$ cat src/design/display_codec_pkg.sv
// Display codec package with format codes and the pixel word types
package display_codec_pkg;

    // Format select codes, 3 to 7 are reserved
    typedef logic [2:0] fmt_t;

    localparam fmt_t FMT_RGB  = 3'd0;
    localparam fmt_t FMT_MONO = 3'd1;
    localparam fmt_t FMT_YUV  = 3'd2;

    // Incoming 24-bit colour pixel
    typedef struct packed {
        logic [7:0] red;
        logic [7:0] green;
        logic [7:0] blue;
    } rgb888_t;

    // Truncated colour view of the display word
    typedef struct packed {
        logic [4:0] red;   // Top 5 bits of red
        logic [5:0] green; // Top 6 bits of green
        logic [4:0] blue;  // Top 5 bits of blue
    } rgb565_t;

    // Byte view of the display word
    // YUV carries luma high and chroma low, mono carries luma in both
    typedef struct packed {
        logic [7:0] hi;
        logic [7:0] lo;
    } luma_chroma_t;

    // One 16-bit display word, read as colour or as two bytes
    typedef union packed {
        rgb565_t      rgb;
        luma_chroma_t lc;
    } pixel_word_t;

endpackage

$ cat src/design/codec_ifs.sv
// Codec internal interfaces for the captured sample and the converted words
`timescale 1ns/1ns

// Registered input sample, one per cycle
interface capture_if;
    display_codec_pkg::rgb888_t     rgb;
    logic [7:0]                     mono;
    display_codec_pkg::pixel_word_t yuv;
    display_codec_pkg::fmt_t        fmt_sel;
    logic                           override; // Forces RGB downstream

    modport src (
        output rgb, mono, yuv, fmt_sel, override
    );

    modport dst (
        input rgb, mono, yuv, fmt_sel, override
    );
endinterface

// All three converted words plus the resolved format
interface convert_if;
    display_codec_pkg::pixel_word_t rgb_word;
    display_codec_pkg::pixel_word_t mono_word;
    display_codec_pkg::pixel_word_t yuv_word;
    display_codec_pkg::fmt_t        active_fmt;

    modport src (
        output rgb_word, mono_word, yuv_word, active_fmt
    );

    modport dst (
        input rgb_word, mono_word, yuv_word, active_fmt
    );
endinterface

$ cat src/design/display_output_stage.sv
// Display output stage selecting the display word and driving format valid
`timescale 1ns/1ns

module display_output_stage (
    input  logic                           clk,
    input  logic                           rst_n,
    convert_if.dst                         conv,
    output display_codec_pkg::pixel_word_t display_out,
    output logic                           format_valid
);

    // Word select on the resolved format
    always_ff @(posedge clk or negedge rst_n) begin
        if (!rst_n) begin
            display_out  <= '0;
            format_valid <= 1'b0;
        end else begin
            case (conv.active_fmt)
                display_codec_pkg::FMT_RGB: begin
                    display_out  <= conv.rgb_word;
                    format_valid <= 1'b1;
                end
                display_codec_pkg::FMT_MONO: begin
                    display_out  <= conv.mono_word;
                    format_valid <= 1'b1;
                end
                display_codec_pkg::FMT_YUV: begin
                    display_out  <= conv.yuv_word;
                    format_valid <= 1'b1;
                end
                default: begin // Reserved codes 3 to 7
                    display_out  <= '0;
                    format_valid <= 1'b0;
                end
            endcase
        end
    end

    // No stale pixel leaks out on an invalid cycle
    zero_when_invalid_a : assert property (
        @(posedge clk) disable iff (!rst_n)
        !format_valid |-> (display_out == '0)
    );

endmodule

$ cat src/design/format_converter.sv
// Format converter resolving the active format and building the three converted words
`timescale 1ns/1ns

module format_converter (
    input  logic   clk,
    input  logic   rst_n,
    capture_if.dst cap,
    convert_if.src conv
);

    display_codec_pkg::fmt_t        resolved_fmt;
    display_codec_pkg::pixel_word_t rgb_next;
    display_codec_pkg::pixel_word_t mono_next;

    // Override wins over any select including reserved codes
    always_comb begin
        if (cap.override) begin
            resolved_fmt = display_codec_pkg::FMT_RGB;
        end else begin
            resolved_fmt = cap.fmt_sel;
        end
    end

    // RGB888 to RGB565 by dropping the low bits
    always_comb begin
        rgb_next.rgb.red   = cap.rgb.red[7:3];
        rgb_next.rgb.green = cap.rgb.green[7:2];
        rgb_next.rgb.blue  = cap.rgb.blue[7:3];
    end

    // Mono byte copied into both halves
    always_comb begin
        mono_next.lc.hi = cap.mono;
        mono_next.lc.lo = cap.mono;
    end

    // All three words built every cycle for the output stage to pick from
    always_ff @(posedge clk or negedge rst_n) begin
        if (!rst_n) begin
            conv.active_fmt <= display_codec_pkg::FMT_RGB;
            conv.rgb_word   <= '0;
            conv.mono_word  <= '0;
            conv.yuv_word   <= '0;
        end else begin
            conv.active_fmt <= resolved_fmt;
            conv.rgb_word   <= rgb_next;
            conv.mono_word  <= mono_next;
            conv.yuv_word   <= cap.yuv; // Passthrough
        end
    end

    // Captured override must reach the output stage as RGB
    override_to_rgb_a : assert property (
        @(posedge clk) disable iff (!rst_n)
        cap.override |=> (conv.active_fmt == display_codec_pkg::FMT_RGB)
    );

endmodule

$ cat src/design/pixel_capture.sv
// Pixel capture stage registering all pixel inputs and control levels
`timescale 1ns/1ns

module pixel_capture (
    input  logic                           clk,
    input  logic                           rst_n,
    input  display_codec_pkg::rgb888_t     rgb_data,
    input  logic [7:0]                     mono_data,
    input  display_codec_pkg::pixel_word_t yuv_data,
    input  display_codec_pkg::fmt_t        format_select,
    input  logic                           priority_override,
    capture_if.src                         cap
);

    // Pad-side flops, one new sample every cycle
    always_ff @(posedge clk or negedge rst_n) begin
        if (!rst_n) begin
            cap.rgb      <= '0;
            cap.mono     <= '0;
            cap.yuv      <= '0;
            cap.fmt_sel  <= display_codec_pkg::FMT_RGB;
            cap.override <= 1'b0;
        end else begin
            cap.rgb      <= rgb_data;
            cap.mono     <= mono_data;
            cap.yuv      <= yuv_data;
            cap.fmt_sel  <= format_select;
            cap.override <= priority_override;
        end
    end

    // An unknown override would poison the format choice two stages on
    override_known_a : assert property (
        @(posedge clk) disable iff (!rst_n)
        !$isunknown(cap.override)
    );

endmodule

$ cat src/design/priority_display_codec.sv
// Priority display codec top level, a three stage pixel format pipeline
`timescale 1ns/1ns

module priority_display_codec (
    input  logic        clk,
    input  logic        rst_n,
    input  logic [23:0] rgb_data,
    input  logic [7:0]  mono_data,
    input  logic [15:0] yuv_data,
    input  logic [2:0]  format_select,    // 0 RGB, 1 mono, 2 YUV, rest reserved
    input  logic        priority_override,
    output logic [15:0] display_out,
    output logic        format_valid
);

    capture_if cap_bus ();
    convert_if conv_bus ();

    // Stage 1, input flops
    pixel_capture pixel_capture_i (
        .clk               (clk),
        .rst_n             (rst_n),
        .rgb_data          (rgb_data),
        .mono_data         (mono_data),
        .yuv_data          (yuv_data),
        .format_select     (format_select),
        .priority_override (priority_override),
        .cap               (cap_bus.src)
    );

    // Stage 2, format resolve and conversion
    format_converter format_converter_i (
        .clk   (clk),
        .rst_n (rst_n),
        .cap   (cap_bus.dst),
        .conv  (conv_bus.src)
    );

    // Stage 3, word select and valid flag
    display_output_stage display_output_stage_i (
        .clk          (clk),
        .rst_n        (rst_n),
        .conv         (conv_bus.dst),
        .display_out  (display_out),
        .format_valid (format_valid)
    );

endmodule

$ cat config.mk
export PLATFORM = sky130hd
export DESIGN_NAME = priority_display_codec
export DESIGN_NICKNAME = d
export VERILOG_FILES = /design/src/design/display_codec_pkg.sv /design/src/design/codec_ifs.sv /design/src/design/display_output_stage.sv /design/src/design/format_converter.sv /design/src/design/pixel_capture.sv /design/src/design/priority_display_codec.sv
export SDC_FILE = /design/constraint.sdc
export NUM_CORES = 1
export LEC_CHECK = 0
export BUFFER_PORTS_ARGS = -buffer_cell sky130_fd_sc_hd__buf_2
export CAP_MARGIN = 20
export CORE_UTILIZATION = 40
export DETAILED_ROUTE_END_ITERATION = 12
export GPL_TIMING_DRIVEN = 0
export PLACE_DENSITY_LB_ADDON = 0.2
export SYNTH_ARGS = -nofsm -noshare
export SYNTH_HDL_FRONTEND = slang
export SYNTH_SLANG_ARGS = --single-unit
$ cat constraint.sdc
create_clock -name clk -period 1.2 [get_ports clk]
set_input_delay 0.06 -clock clk [delete_from_list [all_inputs] [get_ports clk]]
set_output_delay 0.06 -clock clk [all_outputs]
set_load 0.05 [all_outputs]
Word-level counts from Yosys, hierarchy flattened
Index checks and enable logic that the tools add are counted.
{"block": "totals", "reg_bits": 120, "input_bits": 54, "output_inout_bits": 17, "wordCells": 20}
{"block": "classes", "eq_ne": 2, "muxes": 3, "n_reduce_logical": 2}
{"op": "16-bit one-hot mux with 3 select lines", "n": 1}
{"op": "3-bit by 1-bit == test with 1-bit output (second input constant)", "n": 1}
{"op": "3-bit by 2-bit == test with 1-bit output (second input constant)", "n": 1}
{"op": "3-bit zero test", "n": 1}
{"op": "3-bit two-way mux", "n": 1}
{"op": "3-bit OR reduction", "n": 1}
{"op": "1-bit two-way mux", "n": 1}

Depth between registers and ports, before layout
{"block": "depth", "word_depth": 3, "depth_mapped": 4, "depth_no_buf": 3}

Modules after synthesis
Synthesis repeated with hierarchy kept, for this count alone.
{"block": "hier_totals", "cells_unflattened": 199, "area_unflattened_um2": 3513.4}
{"module": "pixel_capture", "n_inst": 1, "cells_each": 52, "area_each_um2": 1301.2, "seq_area_each_um2": 1301.2}
{"module": "format_converter", "n_inst": 1, "cells_each": 54, "area_each_um2": 1154.9, "seq_area_each_um2": 1076.0}
{"module": "display_output_stage", "n_inst": 1, "cells_each": 93, "area_each_um2": 1057.3, "seq_area_each_um2": 425.4}

Least setup slack after synthesis
Ideal clock, no wire load.
{"block": "synth_path", "kind": "flip-flop to flip-flop", "startpoint": "register format_converter_i.conv.active_fmt[0]", "endpoint": "register display_output_stage_i.display_out[0] (netlist name)", "arrival_ns": 0.891, "required_ns": 1.058, "slack_ns": 0.167, "stages_incl_launch_ff": 5, "n_path_buf": 2, "synth_period_minus_slack_ns": 1.033, "cell_sequence": "dfrtp_1 -> buf_6 -> buf_6 -> a211oi_1 -> a211oi_1"}
{"block": "synth_via", "elab_chain_cells": 2, "word_cells_on_any_way": 4, "classes_between": "eq/ne (2); mux (1); reduce/logical (1)"}
{"element": "from (decl)", "line_no": "codec_ifs.sv:29", "rtl": "output rgb_word, mono_word, yuv_word, active_fmt"}
{"element": "from (signal assigned)", "line_no": "format_converter.sv:40", "rtl": "conv.active_fmt <= display_codec_pkg::FMT_RGB;"}
{"element": "from (signal assigned)", "line_no": "format_converter.sv:45", "rtl": "conv.active_fmt <= resolved_fmt;"}
{"element": "3-bit by 2-bit == test with 1-bit output (tied with other cells)", "line_no": "display_output_stage.sv:18", "rtl": "case (conv.active_fmt)"}
{"element": "16-bit one-hot mux with 3 select lines *", "line_no": "display_output_stage.sv:18"}
{"element": "to (signal assigned)", "line_no": "display_output_stage.sv:20", "rtl": "display_out <= conv.rgb_word;"}
{"element": "to (signal assigned)", "line_no": "display_output_stage.sv:24", "rtl": "display_out <= conv.mono_word;"}
{"element": "to (signal assigned)", "line_no": "display_output_stage.sv:28", "rtl": "display_out <= conv.yuv_word;"}
{"element": "to (decl)", "line_no": "display_output_stage.sv:8", "rtl": "output display_codec_pkg::pixel_word_t display_out,"}
Every way passes the cells marked *; elsewhere a longest branch is shown, timed or not.

Worst setup path in the final report
{"block": "layout_path", "startpoint": "register format_converter_i.conv.active_fmt[0]", "endpoint": "register display_output_stage_i.display_out[14] (netlist name)"}
The elaborated chain is that of the path after synthesis.

==> results.py <==
metrics = {
    "setup_path": {
        "worst-path-buf-inv": 2,
        "cp_data_arrival_time_ns": 1.40,
        "critPathMaxStageDelay_ns": 0.42,
        "startpoint_type": "flop",
        "r2r-start": "format_converter_i.conv.active_fmt[0]",
        "cp_top_family": "flip-flops",
        "r2r-end": "display_output_stage_i.display_out[14]",
        "end_kind": "flop",
        "cp_slowest_cell": "dfrtp_1",
        "timing.critical_path.mode_cell": "a211oi_1",
        "worstPathCellList": "buf_6 > buf_8 > a211oi_1 > a211oi_1",
        "crit_type": "reg -> reg",
        "crit_fanout": 10,
        "timing.reg2reg.setup_slack_ns": 0.04,
        "r2r_cells": 4,
        "required_ns": 1.43,
    },
    "synthesis": {
        "synthFlopType": "dfrtp_1",
        "netlist_area_mm2": 0.003131,
        "ys_warn_count": 0,
        "synth_top_area_share_pct": 83.13,
        "synth.most_common_cell": "dfrtp_1",
        "synthArstFlopShare_pct": 100.0,
        "yosysTopAreaCell": "dfrtp_1",
        "syn-num-nets": 237,
        "synth-seq-cells": 104,
        "synth_common_cells": "dfrtp_1 (104), a211oi_1 (32), nor2b_1 (19)",
        "synthCells": 183,
        "synth-edff-count": 0,
        "post_synth.cell_area_avg_um2": 17.11,
        "synthTopCellsByArea": "dfrtp_1 (83%), a211oi_1 (7.7%), nor2b_1 (3.8%)",
        "ys_seq_area_share_pct": 83.13,
        "synth.distinct_cells": 8,
    },
    "grt": {
        "grt.overflow.total": 0,
        "track_usage_pct": 15.44,
        "grt_pass1_vias": 1902,
        "grt_pass1_wl_um": 9308,
        "grt_max_degree": 65,
        "antenna_found_initial": 0,
    },
    "floorplan": {
        "die_h_um": 90.47,
        "die_area_mm2": 0.008184,
        "initial_core_util_pct": 42.26,
        "die_width_um": 90.47,
        "rows": 31,
        "coreArea_mm2": 0.007408,
        "ios": 71,
    },
    "cts": {
        "path_clk_slew_ns": 0.10,
        "cts_tree": "done",
        "cts_root_buffer": "clkbuf_8",
        "cts_sinks": 104,
        "numCtsBuffers": 9,
        "h-tree-depth": 3,
        "cts.path.max_buffers": 2,
        "clk_latency_ns": 0.36,
    },
    "detailed_routing": {
        "drt-wirelength-per-cell_um": 13.50,
        "drtAntennaViolNets": 0,
        "drt_pre_antenna_iters": 3,
        "via_per_inst": 4.350,
        "postRouteWirelength_um": 5483,
        "drtIter0Drc": 46,
        "drc": 0,
        "vias": 1766,
    },
    "placed_design": {
        "postPlaceCellArea_mm2": 0.003595,
        "io_buffers": 62,
        "gp_congestion": 0.7157,
        "numPlacedInstances": 345,
        "hpwl_um": 3295,
    },
    "timing": {
        "rsz0062_at_grt": "true",
        "setup_viol": 0,
        "hold_viol": 0,
        "worst_slew_pin_slew_ns": 0.5176,
        "clock_skew_ns": 0.007636,
        "slew_violations": 0,
        "finalCritPeriodShare_pct": 97.01,
        "max_freq_mhz": 859.0,
        "slew_headroom_pct": 65.49,
        "period_needed_ns": 1.164,
        "tns_ns": 0,
    },
    "final_layout": {
        "diodes": 0,
        "syn2layout_area_growth_pct": 37.81,
        "stdcell_count": 406,
        "nFillCells": 600,
        "drive_gt1_share_pct": 32.25,
        "nets": 356,
        "final_area_mm2": 0.004314,
        "fin_util_pct": 58.23,
    },
    "job": {
        "drv_cap": 0,
    },
    "outcome": {
        "status": "finished, final reports clean",
    },
    "power_and_ir_drop": {
        "max-vdd-ir-drop_v": 0.0009581,
        "p_leak_nw": 1.971,
        "power_density_mw_per_mm2": 1539,
    },
    "min_path": {
        "hold_class": "in -> async",
    },
}
## cell families (layout without fill, tap and decap cells)
| family | count (synthesis) | after routing | share of synthesized area, % |
|---|---|---|---|
| DFF | 104 | 104 | 83.13 |
| AOI/OAI and AO/OA | 33 | 33 | 7.834 |
| and+or+nand+nor | 35 | 35 | 6.994 |
| buffers and inverters | 11 | 135 | 2.038 |
## layer usage
metal	track usage, %	vias to the layer above	wire, um
li1	-	848	-
met1	18.12	866	2233
met2	26.20	42	2929
met3	4.798	10	225
met4	6.452	0	95
met5	0	-	0
## worst register-to-register path: cells and delay by family (launching register included)
family / cells / cell delay, ns
buf+inv: 2 / 0.31
flops: 1 / 0.42
compound gates: 2 / 0.30
## how the worst max path moves through the flow
stage / startpoint / endpoint / slack [ns] / cells after the start
detailed placement: format_converter_i.conv.active_fmt[0] / display_output_stage_i.display_out[15] / -0.03 / 4
CTS: format_converter_i.conv.active_fmt[2] / display_output_stage_i.display_out[14] / 0.01 / 3
global placement: rst_n / pixel_capture_i.cap.fmt_sel[0] / -0.92 / 1
global route: format_converter_i.conv.active_fmt[0] / display_output_stage_i.display_out[9] / -0.01 / 4
finish: format_converter_i.conv.active_fmt[0] / display_output_stage_i.display_out[14] / 0.04 / 4
floorplan: format_converter_i.conv.active_fmt[0] / display_output_stage_i.display_out[0] / 0.17 / 4
## registers in the layout (all words and copies together) (netlist names)
signal	cells
format_converter_i.conv.yuv_word	16
pixel_capture_i.cap.override	1
pixel_capture_i.cap.mono	8
pixel_capture_i.cap.yuv	16
format_converter_i.conv.active_fmt	3
display_output_stage_i.display_out	16
pixel_capture_i.cap.rgb	16
format_converter_i.conv.rgb_word	16
pixel_capture_i.cap.fmt_sel	3
format_converter_i.conv.mono_word	8
display_output_stage_i.format_valid	1
## where the power goes
part / switching (mW) / leakage [nW] / internal, mW
registers: 0.0633 / 1.22 / 3.70
logic: 0.448 / 0.648 / 0.300
clock network: 1.14 / 0.0977 / 0.984
## placed cells by master, fill, tap and decap left out, drive strengths merged
cell,Yosys,routed
inv,0,2
a21oi,1,1
nor2b,19,19
buf,8,72
clkinvlp,0,2
dfrtp,104,104
nand2b,16,16
bufinv,0,1
dlygate4sd3,0,45
clkbuf,3,11
a211oi,32,32
clkinv,0,2
## metrics by stage
step                      setup slack (ns)  hold WS (ns)  total power, mW
after floorplan                     0.1667       -0.2356            4.181
after global placement             -0.9215        0.1682            4.435
after detailed placement          -0.03029       0.07049            4.453
after CTS                          0.01374        0.2157            6.714
after global routing              -0.01464        0.2395            6.940
final                              0.03585        0.2152            6.640
## cell type report
class,instances,area (um2),share of cell area [%]
flip-flops and latches,104,2603,60.32
plain buffers,11,82.58,1.914
well taps,99,123.9,2.871
clock inverters,7,78.83,1.827
repair buffers,108,790.8,18.33
clock buffers,9,123.9,2.871
multi-input cells,68,511.7,11.86
## what timing repair did
action	CTS	global route
hold endpoints to repair	84	0
gates resized for setup	6	15
pin swaps	0	3
gates cloned	0	0
setup buffers	0	0
setup endpoints to repair	5	15
hold buffers	45	0
Power figures use the tool's default switching activity.
